`src/fc_pkg.sv`:
```
package fc_pkg;

	// Memory word and lane widths
	localparam int DATA_W = 32;
	localparam int LANE_W = 16;

	// Shared read address, 4096 words deep
	localparam int ADDR_W = 12;

	// Two weight memories, each feeding a high and a low lane
	localparam int NUM_WEIGHT_MEMS = 2;
	localparam int NUM_LANES       = 2 * NUM_WEIGHT_MEMS;

	// Lane valid in to lane valid out
	localparam int MAC_LATENCY = 2;

	typedef logic [DATA_W-1:0] word_t;
	typedef logic signed [LANE_W-1:0] lane_t;
	typedef logic [ADDR_W-1:0] addr_t;

	// One extra bit so that a full 4096-word run fits
	typedef logic [ADDR_W:0] cnt_t;

	// Dot-product result, wraps modulo 2**32
	typedef logic signed [DATA_W-1:0] acc_t;

	// Shared by the read and the write state machines
	typedef enum logic [1:0] {
		SEQ_IDLE = 2'b00,
		SEQ_RUN  = 2'b01,
		SEQ_DONE = 2'b10
	} seq_state_t;

endpackage

```
`src/fc_layer_top.sv`:
```
`timescale 1ns/100ps

module fc_layer_top (
	input  logic          clk,
	input  logic          reset_n,
	input  logic          i_run,
	input  fc_pkg::cnt_t  i_num_cnt,
	output logic          o_idle,
	output logic          o_read,
	output logic          o_write,
	output logic          o_done,
	// Shared by the node memory and both weight memories
	output fc_pkg::addr_t o_mem_addr,
	output logic          o_mem_ce,
	input  fc_pkg::word_t i_node_q,
	input  fc_pkg::word_t i_wgt0_q,
	input  fc_pkg::word_t i_wgt1_q,
	output fc_pkg::acc_t  o_result_0,
	output fc_pkg::acc_t  o_result_1,
	output fc_pkg::acc_t  o_result_2,
	output fc_pkg::acc_t  o_result_3
);
	import fc_pkg::*;

	word_t                wgt_q [NUM_WEIGHT_MEMS];
	acc_t                 lane_result [NUM_LANES];
	logic [NUM_LANES-1:0] lane_valid;
	logic                 rd_valid;
	logic                 lane_start;
	logic                 all_valid;

	assign wgt_q[0] = i_wgt0_q;
	assign wgt_q[1] = i_wgt1_q;

	// Lanes clear only on an accepted start
	assign lane_start = i_run & o_idle;

	// Write counter steps when every lane has a sum ready
	assign all_valid = &lane_valid;

	fc_sequencer u_seq (
		.clk           (clk),
		.reset_n       (reset_n),
		.i_run         (i_run),
		.i_num_cnt     (i_num_cnt),
		.i_lanes_valid (all_valid),
		.o_idle        (o_idle),
		.o_read        (o_read),
		.o_write       (o_write),
		.o_done        (o_done),
		.o_rd_valid    (rd_valid),
		.o_mem_ce      (o_mem_ce),
		.o_mem_addr    (o_mem_addr)
	);

	// Lane 2k takes the high halves, lane 2k+1 the low halves of weight k
	for (genvar g = 0; g < NUM_LANES; g++) begin : g_lane
		lane_t node_op;
		lane_t wgt_op;

		assign node_op = i_node_q[LANE_W*(2 - g%2) - 1 -: LANE_W];
		assign wgt_op  = wgt_q[g/2][LANE_W*(2 - g%2) - 1 -: LANE_W];

		fc_mac_lane u_lane (
			.clk      (clk),
			.reset_n  (reset_n),
			.i_run    (lane_start),
			.i_valid  (rd_valid),
			.i_node   (node_op),
			.i_wgt    (wgt_op),
			.o_result (lane_result[g]),
			.o_valid  (lane_valid[g])
		);
	end

	assign o_result_0 = lane_result[0];
	assign o_result_1 = lane_result[1];
	assign o_result_2 = lane_result[2];
	assign o_result_3 = lane_result[3];

endmodule

```
`src/fc_mac_lane.sv`:
```
`timescale 1ns/100ps

module fc_mac_lane (
	input  logic          clk,
	input  logic          reset_n,
	input  logic          i_run,
	input  logic          i_valid,
	input  fc_pkg::lane_t i_node,
	input  fc_pkg::lane_t i_wgt,
	output fc_pkg::acc_t  o_result,
	output logic          o_valid
);
	import fc_pkg::*;

	// Bit 0 marks a filled product register
	logic [MAC_LATENCY-1:0] vld_pipe;
	acc_t                   prod;
	acc_t                   acc;

	// Stage one, full 32-bit signed product
	always_ff @(posedge clk) begin
		if (i_valid) begin
			prod <= acc_t'(i_node) * acc_t'(i_wgt);
		end
	end

	always_ff @(posedge clk or negedge reset_n) begin
		if (!reset_n) begin
			vld_pipe <= '0;
		end else if (i_run) begin
			vld_pipe <= '0;
		end else begin
			vld_pipe <= {vld_pipe[MAC_LATENCY-2:0], i_valid};
		end
	end

	// Stage two, running sum wraps at 32 bits
	always_ff @(posedge clk or negedge reset_n) begin
		if (!reset_n) begin
			acc <= '0;
		end else if (i_run) begin
			acc <= '0;
		end else if (vld_pipe[0]) begin
			acc <= acc + prod;
		end
	end

	// Sum is held after the last item until the next run
	assign o_result = acc;
	assign o_valid  = vld_pipe[MAC_LATENCY-1];

endmodule

```
`src/fc_sequencer.sv`:
```
`timescale 1ns/100ps

module fc_sequencer (
	input  logic          clk,
	input  logic          reset_n,
	input  logic          i_run,
	input  fc_pkg::cnt_t  i_num_cnt,
	input  logic          i_lanes_valid,
	output logic          o_idle,
	output logic          o_read,
	output logic          o_write,
	output logic          o_done,
	output logic          o_rd_valid,
	output logic          o_mem_ce,
	output fc_pkg::addr_t o_mem_addr
);
	import fc_pkg::*;

	seq_state_t rd_state;
	seq_state_t rd_state_nxt;
	seq_state_t wr_state;
	seq_state_t wr_state_nxt;
	cnt_t       num_cnt;
	addr_t      last_addr;
	addr_t      rd_cnt;
	addr_t      wr_cnt;
	logic       start;
	logic       rd_last;
	logic       wr_last;
	logic       rd_valid;

	// A run is only accepted when both machines are idle
	assign o_idle = (rd_state == SEQ_IDLE) && (wr_state == SEQ_IDLE);
	assign start  = i_run && o_idle;

	assign o_read  = (rd_state == SEQ_RUN);
	assign o_write = (wr_state == SEQ_RUN);
	// Write side trails the read side, so done comes from it
	assign o_done  = (wr_state == SEQ_DONE);

	// State registers
	always_ff @(posedge clk or negedge reset_n) begin
		if (!reset_n) begin
			rd_state <= SEQ_IDLE;
			wr_state <= SEQ_IDLE;
		end else begin
			rd_state <= rd_state_nxt;
			wr_state <= wr_state_nxt;
		end
	end

	// Read side next state
	always_comb begin
		rd_state_nxt = rd_state;
		case (rd_state)
			SEQ_IDLE: begin
				if (start) begin
					rd_state_nxt = SEQ_RUN;
				end
			end
			SEQ_RUN: begin
				if (rd_last) begin
					rd_state_nxt = SEQ_DONE;
				end
			end
			SEQ_DONE: begin
				rd_state_nxt = SEQ_IDLE;
			end
			default: begin
				rd_state_nxt = SEQ_IDLE;
			end
		endcase
	end

	// Write side next state
	always_comb begin
		wr_state_nxt = wr_state;
		case (wr_state)
			SEQ_IDLE: begin
				if (start) begin
					wr_state_nxt = SEQ_RUN;
				end
			end
			SEQ_RUN: begin
				if (wr_last) begin
					wr_state_nxt = SEQ_DONE;
				end
			end
			SEQ_DONE: begin
				wr_state_nxt = SEQ_IDLE;
			end
			default: begin
				wr_state_nxt = SEQ_IDLE;
			end
		endcase
	end

	// Capture the run length with the start
	always_ff @(posedge clk or negedge reset_n) begin
		if (!reset_n) begin
			num_cnt <= '0;
		end else if (start) begin
			num_cnt <= i_num_cnt;
		end
	end

	// N of 4096 gives a last index of 4095, which still fits
	assign last_addr = addr_t'(num_cnt - cnt_t'(1));

	assign rd_last = o_read && (rd_cnt == last_addr);
	assign wr_last = o_write && i_lanes_valid && (wr_cnt == last_addr);

	// Read address, shared by node and weight memories
	always_ff @(posedge clk or negedge reset_n) begin
		if (!reset_n) begin
			rd_cnt <= '0;
		end else if (rd_last) begin
			rd_cnt <= '0;
		end else if (o_read) begin
			rd_cnt <= rd_cnt + addr_t'(1);
		end
	end

	// Counts cycles in which every lane has a valid sum
	always_ff @(posedge clk or negedge reset_n) begin
		if (!reset_n) begin
			wr_cnt <= '0;
		end else if (wr_last) begin
			wr_cnt <= '0;
		end else if (o_write && i_lanes_valid) begin
			wr_cnt <= wr_cnt + addr_t'(1);
		end
	end

	// Memory data shows up one cycle after ce
	always_ff @(posedge clk or negedge reset_n) begin
		if (!reset_n) begin
			rd_valid <= 1'b0;
		end else begin
			rd_valid <= o_read;
		end
	end

	assign o_rd_valid = rd_valid;
	assign o_mem_ce   = o_read;
	assign o_mem_addr = rd_cnt;

endmodule

```
`config.mk`:
```
export PLATFORM = sky130hd
export DESIGN_NAME = fc_layer_top
export DESIGN_NICKNAME = d
export VERILOG_FILES = /design/src/fc_pkg.sv /design/src/fc_layer_top.sv /design/src/fc_mac_lane.sv /design/src/fc_sequencer.sv
export SDC_FILE = /design/constraint.sdc
export NUM_CORES = 2
export LEC_CHECK = 0
export ABC_AREA = 1
export ABC_CLOCK_PERIOD_IN_PS = 9290
export BUFFER_PORTS_ARGS = -buffer_cell sky130_fd_sc_hd__buf_4
export CORE_MARGIN = 4
export CORE_UTILIZATION = 30
export DETAILED_ROUTE_END_ITERATION = 10
export GPL_ROUTABILITY_DRIVEN = 0
export PLACE_DENSITY = 0.47
export SLEW_MARGIN = 5
export SYNTH_ARGS = -nofsm -noshare
export SYNTH_HDL_FRONTEND = slang
export SYNTH_HIERARCHICAL = 1
export SYNTH_SLANG_ARGS = --single-unit
```
`constraint.sdc`:
```
create_clock -name clk -period 9.29 [get_ports clk]
set_input_delay 1.3935 -clock clk [delete_from_list [all_inputs] [get_ports clk]]
set_output_delay 1.3935 -clock clk [all_outputs]
set_load 0.03 [all_outputs]
```
# Word-level counts from Yosys, hierarchy flattened
# Index checks and enable logic that the tools add are counted.
[totals]
reg_bits = 305
input_bits = 112
out_inout_bits = 145
elab_cells = 76
[classes]
add_sub_neg = 7
mul = 4
eq_ne = 9
n_mux = 21
n_bitwise = 1
n_reduce_logical = 16
[op_table]
columns = ["op", "count"]
rows = [
  ["32-bit two-way mux", 8],
  ["32-bit adder", 4],
  ["16-bit by 16-bit multiplier with 32-bit output", 4],
  ["12-bit two-way mux", 4],
  ["12-bit by 1-bit adder with 12-bit output (second input constant)", 2],
  ["12-bit equality test", 2],
  ["2-bit two-way mux", 7],
  ["2-bit nonzero test", 6],
  ["12-bit by 1-bit subtractor with 12-bit output (second input constant)", 1],
  ["2-bit case mux with 2 select lines", 2],
  ["1-bit logical AND", 5],
  ["2-bit by 1-bit equality test with 1-bit output (second input constant)", 2],
  ["2-bit zero test", 2],
  ["2-bit by 1-bit inequality test with 1-bit output (second input constant)", 2],
  ["2-bit inequality test (second input constant)", 2],
  ["2-bit AND reduction", 2],
  ["4-bit AND reduction", 1],
  ["2-bit equality test (second input constant)", 1],
  ["1-bit AND", 1],
]

# Depth between registers and ports, before layout
[depth]
depth_word = 5
ltp_mapped = 28
ltp_nobuf = 26

# By module
# Netlist, hierarchy kept.
[modules_own_cells]
columns = ["module", "instances", "cells_per_inst", "area_per_inst_um2", "seq_area_each_um2"]
rows = [
  ["fc_mac_lane (g_lane[0].u_lane)", 1, 2108, 15383.5, 1811.7],
  ["fc_mac_lane (g_lane[2].u_lane)", 1, 2085, 15334.7, 1811.7],
  ["fc_mac_lane (g_lane[1].u_lane)", 1, 2074, 15254.6, 1811.7],
  ["fc_mac_lane (g_lane[3].u_lane)", 1, 2077, 15252.1, 1811.7],
  ["fc_sequencer", 1, 426, 2860.2, 1026.0],
  ["fc_layer_top", 1, 5, 18.8, 0.0],
]

# Least setup slack after synthesis
# OpenSTA, ideal clock, no wires.
[synth_path]
path_kind = "input-to-reg"
start = "input i_wgt0_q[20]"
end = "register g_lane[0].u_lane.prod[30], data pin"
setup_time_ns = 0.252
t_arrival_ns = 6.687
t_required_ns = 9.038
slack_ns = 2.351
cell_stages = 20
n_path_buf = 2
path_cell_list = "clkbuf_1 -> clkbuf_1 -> nand2_1 -> inv_1 -> fa_1 -> fa_1 -> fa_1 -> fa_1 -> inv_1 -> fa_1 -> fa_1 -> inv_1 -> ha_1 -> inv_1 -> nor3_1 -> nand2_1 -> nor4_1 -> nand2_1 -> nand3_1 -> nand2_1"
[synth_via]
elab_chain_cells = 1
[synth_rtl]
columns = ["item", "line_no", "text"]
rows = [
  ["start: declaration", "fc_layer_top.sv:16", "input fc_pkg::word_t i_wgt0_q,"],
  ["16-bit by 16-bit multiplier with 32-bit output", "fc_mac_lane.sv:23", "prod <= acc_t'(i_node) * acc_t'(i_wgt);"],
  ["end signal: assignment", "fc_mac_lane.sv:23", ""],
  ["end: declaration", "fc_mac_lane.sv:17", "acc_t prod;"],
]
# No other way between the ends.
# A chain may end at the register's enable or synchronous reset.

# Worst setup path after layout
[layout_path]
start = "input i_node_q[31]"
end = "register g_lane[0].u_lane.prod[30], data pin"
[layout_via]
elab_chain_cells = 1
[layout_rtl]
columns = ["item", "line_no", "text"]
rows = [
  ["start: declaration", "fc_layer_top.sv:15", "input fc_pkg::word_t i_node_q,"],
  ["16-bit by 16-bit multiplier with 32-bit output", "fc_mac_lane.sv:23", ""],
]
# No other way between the ends.

==> flow_summary.json <==
{
  "met3_usage_pct": 1.83,
  "routed_via_density": 4.49,
  "synth_seq_cells": 305,
  "fin_crit_ps": 6910,
  "cts_max_path_buffers": 3,
  "fill_cells": 23000,
  "async_flop_share_pct": 58.0,
  "skew_ps": 39.5,
  "ys.flop_type": "dfrtp_1",
  "place_inst": 11600,
  "cts-resized-gates": 0,
  "dp_slack_ps": 1730,
  "path_max_fanout": 32,
  "ant_nets": 0,
  "seq_area_mm2": 0.00828,
  "crit_type": "in2reg",
  "syn-instance-count": 8775,
  "grt_overflow_total": 0,
  "layout.nets": 10500,
  "synth.net_count": 10400,
  "instances_no_fill": 11700,
  "core_region_area_mm2": 0.212,
  "postCtsSetupRepairBufs": 0,
  "synth_edf_count": 128,
  "clkSinkCount": 305,
  "max_freq_ghz": 0.145,
  "grtUsageMet2_pct": 28.2,
  "grt_antenna_before_repair": 7,
  "boundaryPins": 257,
  "period_share_pct": 74.4,
  "start_util_pct": 30.2,
  "synth_warnings": 6,
  "drt_first_iter_violations": 2866,
  "cp-startpoint": "i_node_q[31]",
  "firstDrtPassIters": 5,
  "hold_class": "reg2reg",
  "tns_ps": 0,
  "synth_area_mm2": 0.0641,
  "relSlewSlack_pct": 29.1,
  "ctsHtreeMaxLevel": 2,
  "hold_viol_final": 0,
  "syn_avg_cell_area_um2": 7.31,
  "grt.total_usage_pct": 17.3,
  "mostFrequentLayoutCells": "nand2_1 (2656), inv_1 (2379), fa_1 (1052)",
  "rows": 169,
  "drv_cap": 0,
  "drc": 0,
  "grt_max_degree": 126,
  "status": "completed",
  "routed-via-count": 52500,
  "drt-total-wl_mm": 189,
  "hold_buffers": 0,
  "drive_above_1_share_pct": 6.42,
  "clk_latency_ps": 630,
  "seq_area_frac_synth_pct": 12.9,
  "start_kind": "input port",
  "grt_pass1_wl_mm": 306,
  "setup_ws_ps": 2380,
  "cts_buffers": 44,
  "busiest_layer": "met2",
  "synth_cell_types": 53,
  "multi_input_area_mm2": 0.0458,
  "final_common_cell": "nand2_1",
  "fp.dieH_um": 470,
  "dieArea_mm2": 0.221,
  "grt_pass1_vias": 54600,
  "cp_data_arrival_time_ps": 7270,
  "chipWidth_um": 470,
  "critPathRequiredTime_ps": 9650,
  "post_drt_wl_per_cell_um": 16.2,
  "rsz0062_at_grt": "false",
  "hpwl_mm": 157,
  "r2r_start": "u_seq/rd_state[1]$_DFFE_PN0P_",
  "path_clk_slew_ps": 50,
  "hold_start": "g_lane[0].u_lane/o_result[29]$_DFFE_PN0P_",
  "portBuffers": 255,
  "setup_viol_count_final": 0,
  "slew_violations": 0,
  "syn2layout_area_growth_pct": 9.73,
  "root_buffer": "clkbuf_16",
  "worst_pin_slew_ps": 1060,
  "use_met1_pct": 24.4,
  "cts_tree": "built",
  "end_kind": "register"
}
## cell families (layout without fill, tap and decap cells)
logic type               count (synthesis)  in the layout  synth area share, %
AO/OA/AOI/OAI                          436            436                 3.78
XOR/XNOR                               130            130                 1.80
adder cells (fa/ha/maj)               1507           1507                 41.7
buffers and inverters                 2660           2762                 15.6
flip-flops                             305            305                 12.9
other                                    0              5                    0
AND/OR/NAND/NOR                       3737           3737                 24.2
## cells in the mapped netlist, drive strengths merged, types with 5 or more instances
master | n | area share, %
ha | 455 | 8.9
and3 | 10 | 0.098
o21bai | 38 | 0.45
nand4 | 49 | 0.48
xnor2 | 28 | 0.38
a21oi | 241 | 1.9
edfxtp | 128 | 6.0
a21o | 15 | 0.18
nor2 | 424 | 2.7
inv | 2410 | 14
dfrtp | 177 | 6.9
nand3b | 23 | 0.30
clkbuf | 237 | 1.4
nor4 | 8 | 0.078
nand2 | 2739 | 16
nand3 | 351 | 2.8
o31ai | 6 | 0.070
fa | 1052 | 33
xor2 | 101 | 1.4
o21ai | 113 | 0.89
a22o | 8 | 0.11
o211ai | 5 | 0.066
and2 | 12 | 0.12
buf | 12 | 0.10
nor3 | 88 | 0.89
or2 | 29 | 0.28
## routing by layer
layer,vias up,wire length [um]
li1,25600,-
met1,25700,90500
met5,-,27
met4,4,5400
met2,948,86200
met3,183,7330
## flip-flops by register name, indices dropped and copies added (netlist names)
signal and count:
g_lane.u_lane/o_result 128, g_lane.u_lane/prod 128, g_lane.u_lane/vld_pipe 8, u_seq/num_cnt 12, u_seq/o_mem_addr 12, u_seq/o_rd_valid 1
u_seq/rd_state 2, u_seq/wr_cnt 12, u_seq/wr_state 2
## worst max-delay path, cell delays in order
cell	delay (ps)
buf_4	330
nand2_1	100
inv_1	190
fa_1	500
fa_1	1000
fa_1	590
fa_1	560
inv_1	50
fa_1	570
fa_1	580
inv_1	50
ha_1	350
inv_1	80
nor3_1	280
nand2_1	120
nor4_1	190
nand2_1	130
nand3_1	100
nand2_1	50
## stage by stage
stage | utilization [%] | hold WS [ps] | instance area [um^2]
after detailed placement | 32.4 | 503 | 68700
after global routing | 33.1 | 543 | 70300
final | 33.1 | 516 | 70300
after CTS | 33.1 | 518 | 70300
after global placement | 32.4 | 503 | 68700
after floorplan | - | 514 | 64100
## area by class of cell
cell class	instances	share of cell area [%]
Multi-Input combinational cell	5810	65.2
Tap cell	2821	5.02
Clock buffer	56	1.70
Inverter	2411	12.9
Timing Repair Buffer	269	2.90
Sequential cell	305	11.8
Clock inverter	26	0.555
Antenna cell	5	0.0178
## final timing paths
kind | to | slack [ps] | cells past startpoint
setup / recovery | g_lane[0].u_lane/prod[30]$_DFFE_PP_ | 2380 | 19
hold / removal | g_lane[0].u_lane/o_result[29]$_DFFE_PN0P_ | 520 | 2
setup reg to reg | g_lane[3].u_lane/o_result[9]$_DFFE_PN0P_ | 6760 | 10
hold reg to reg | g_lane[0].u_lane/o_result[29]$_DFFE_PN0P_ | 520 | 2
max in group asynchronous | u_seq/o_rd_valid$_DFF_PN0_ | 7300 | 2
min in group asynchronous | g_lane[1].u_lane/o_result[29]$_DFFE_PN0P_ | 740 | 1
Power is left out: the tool's default activity adds up to more than one toggle a clock period on the data nets, which glitch-free logic cannot reach.
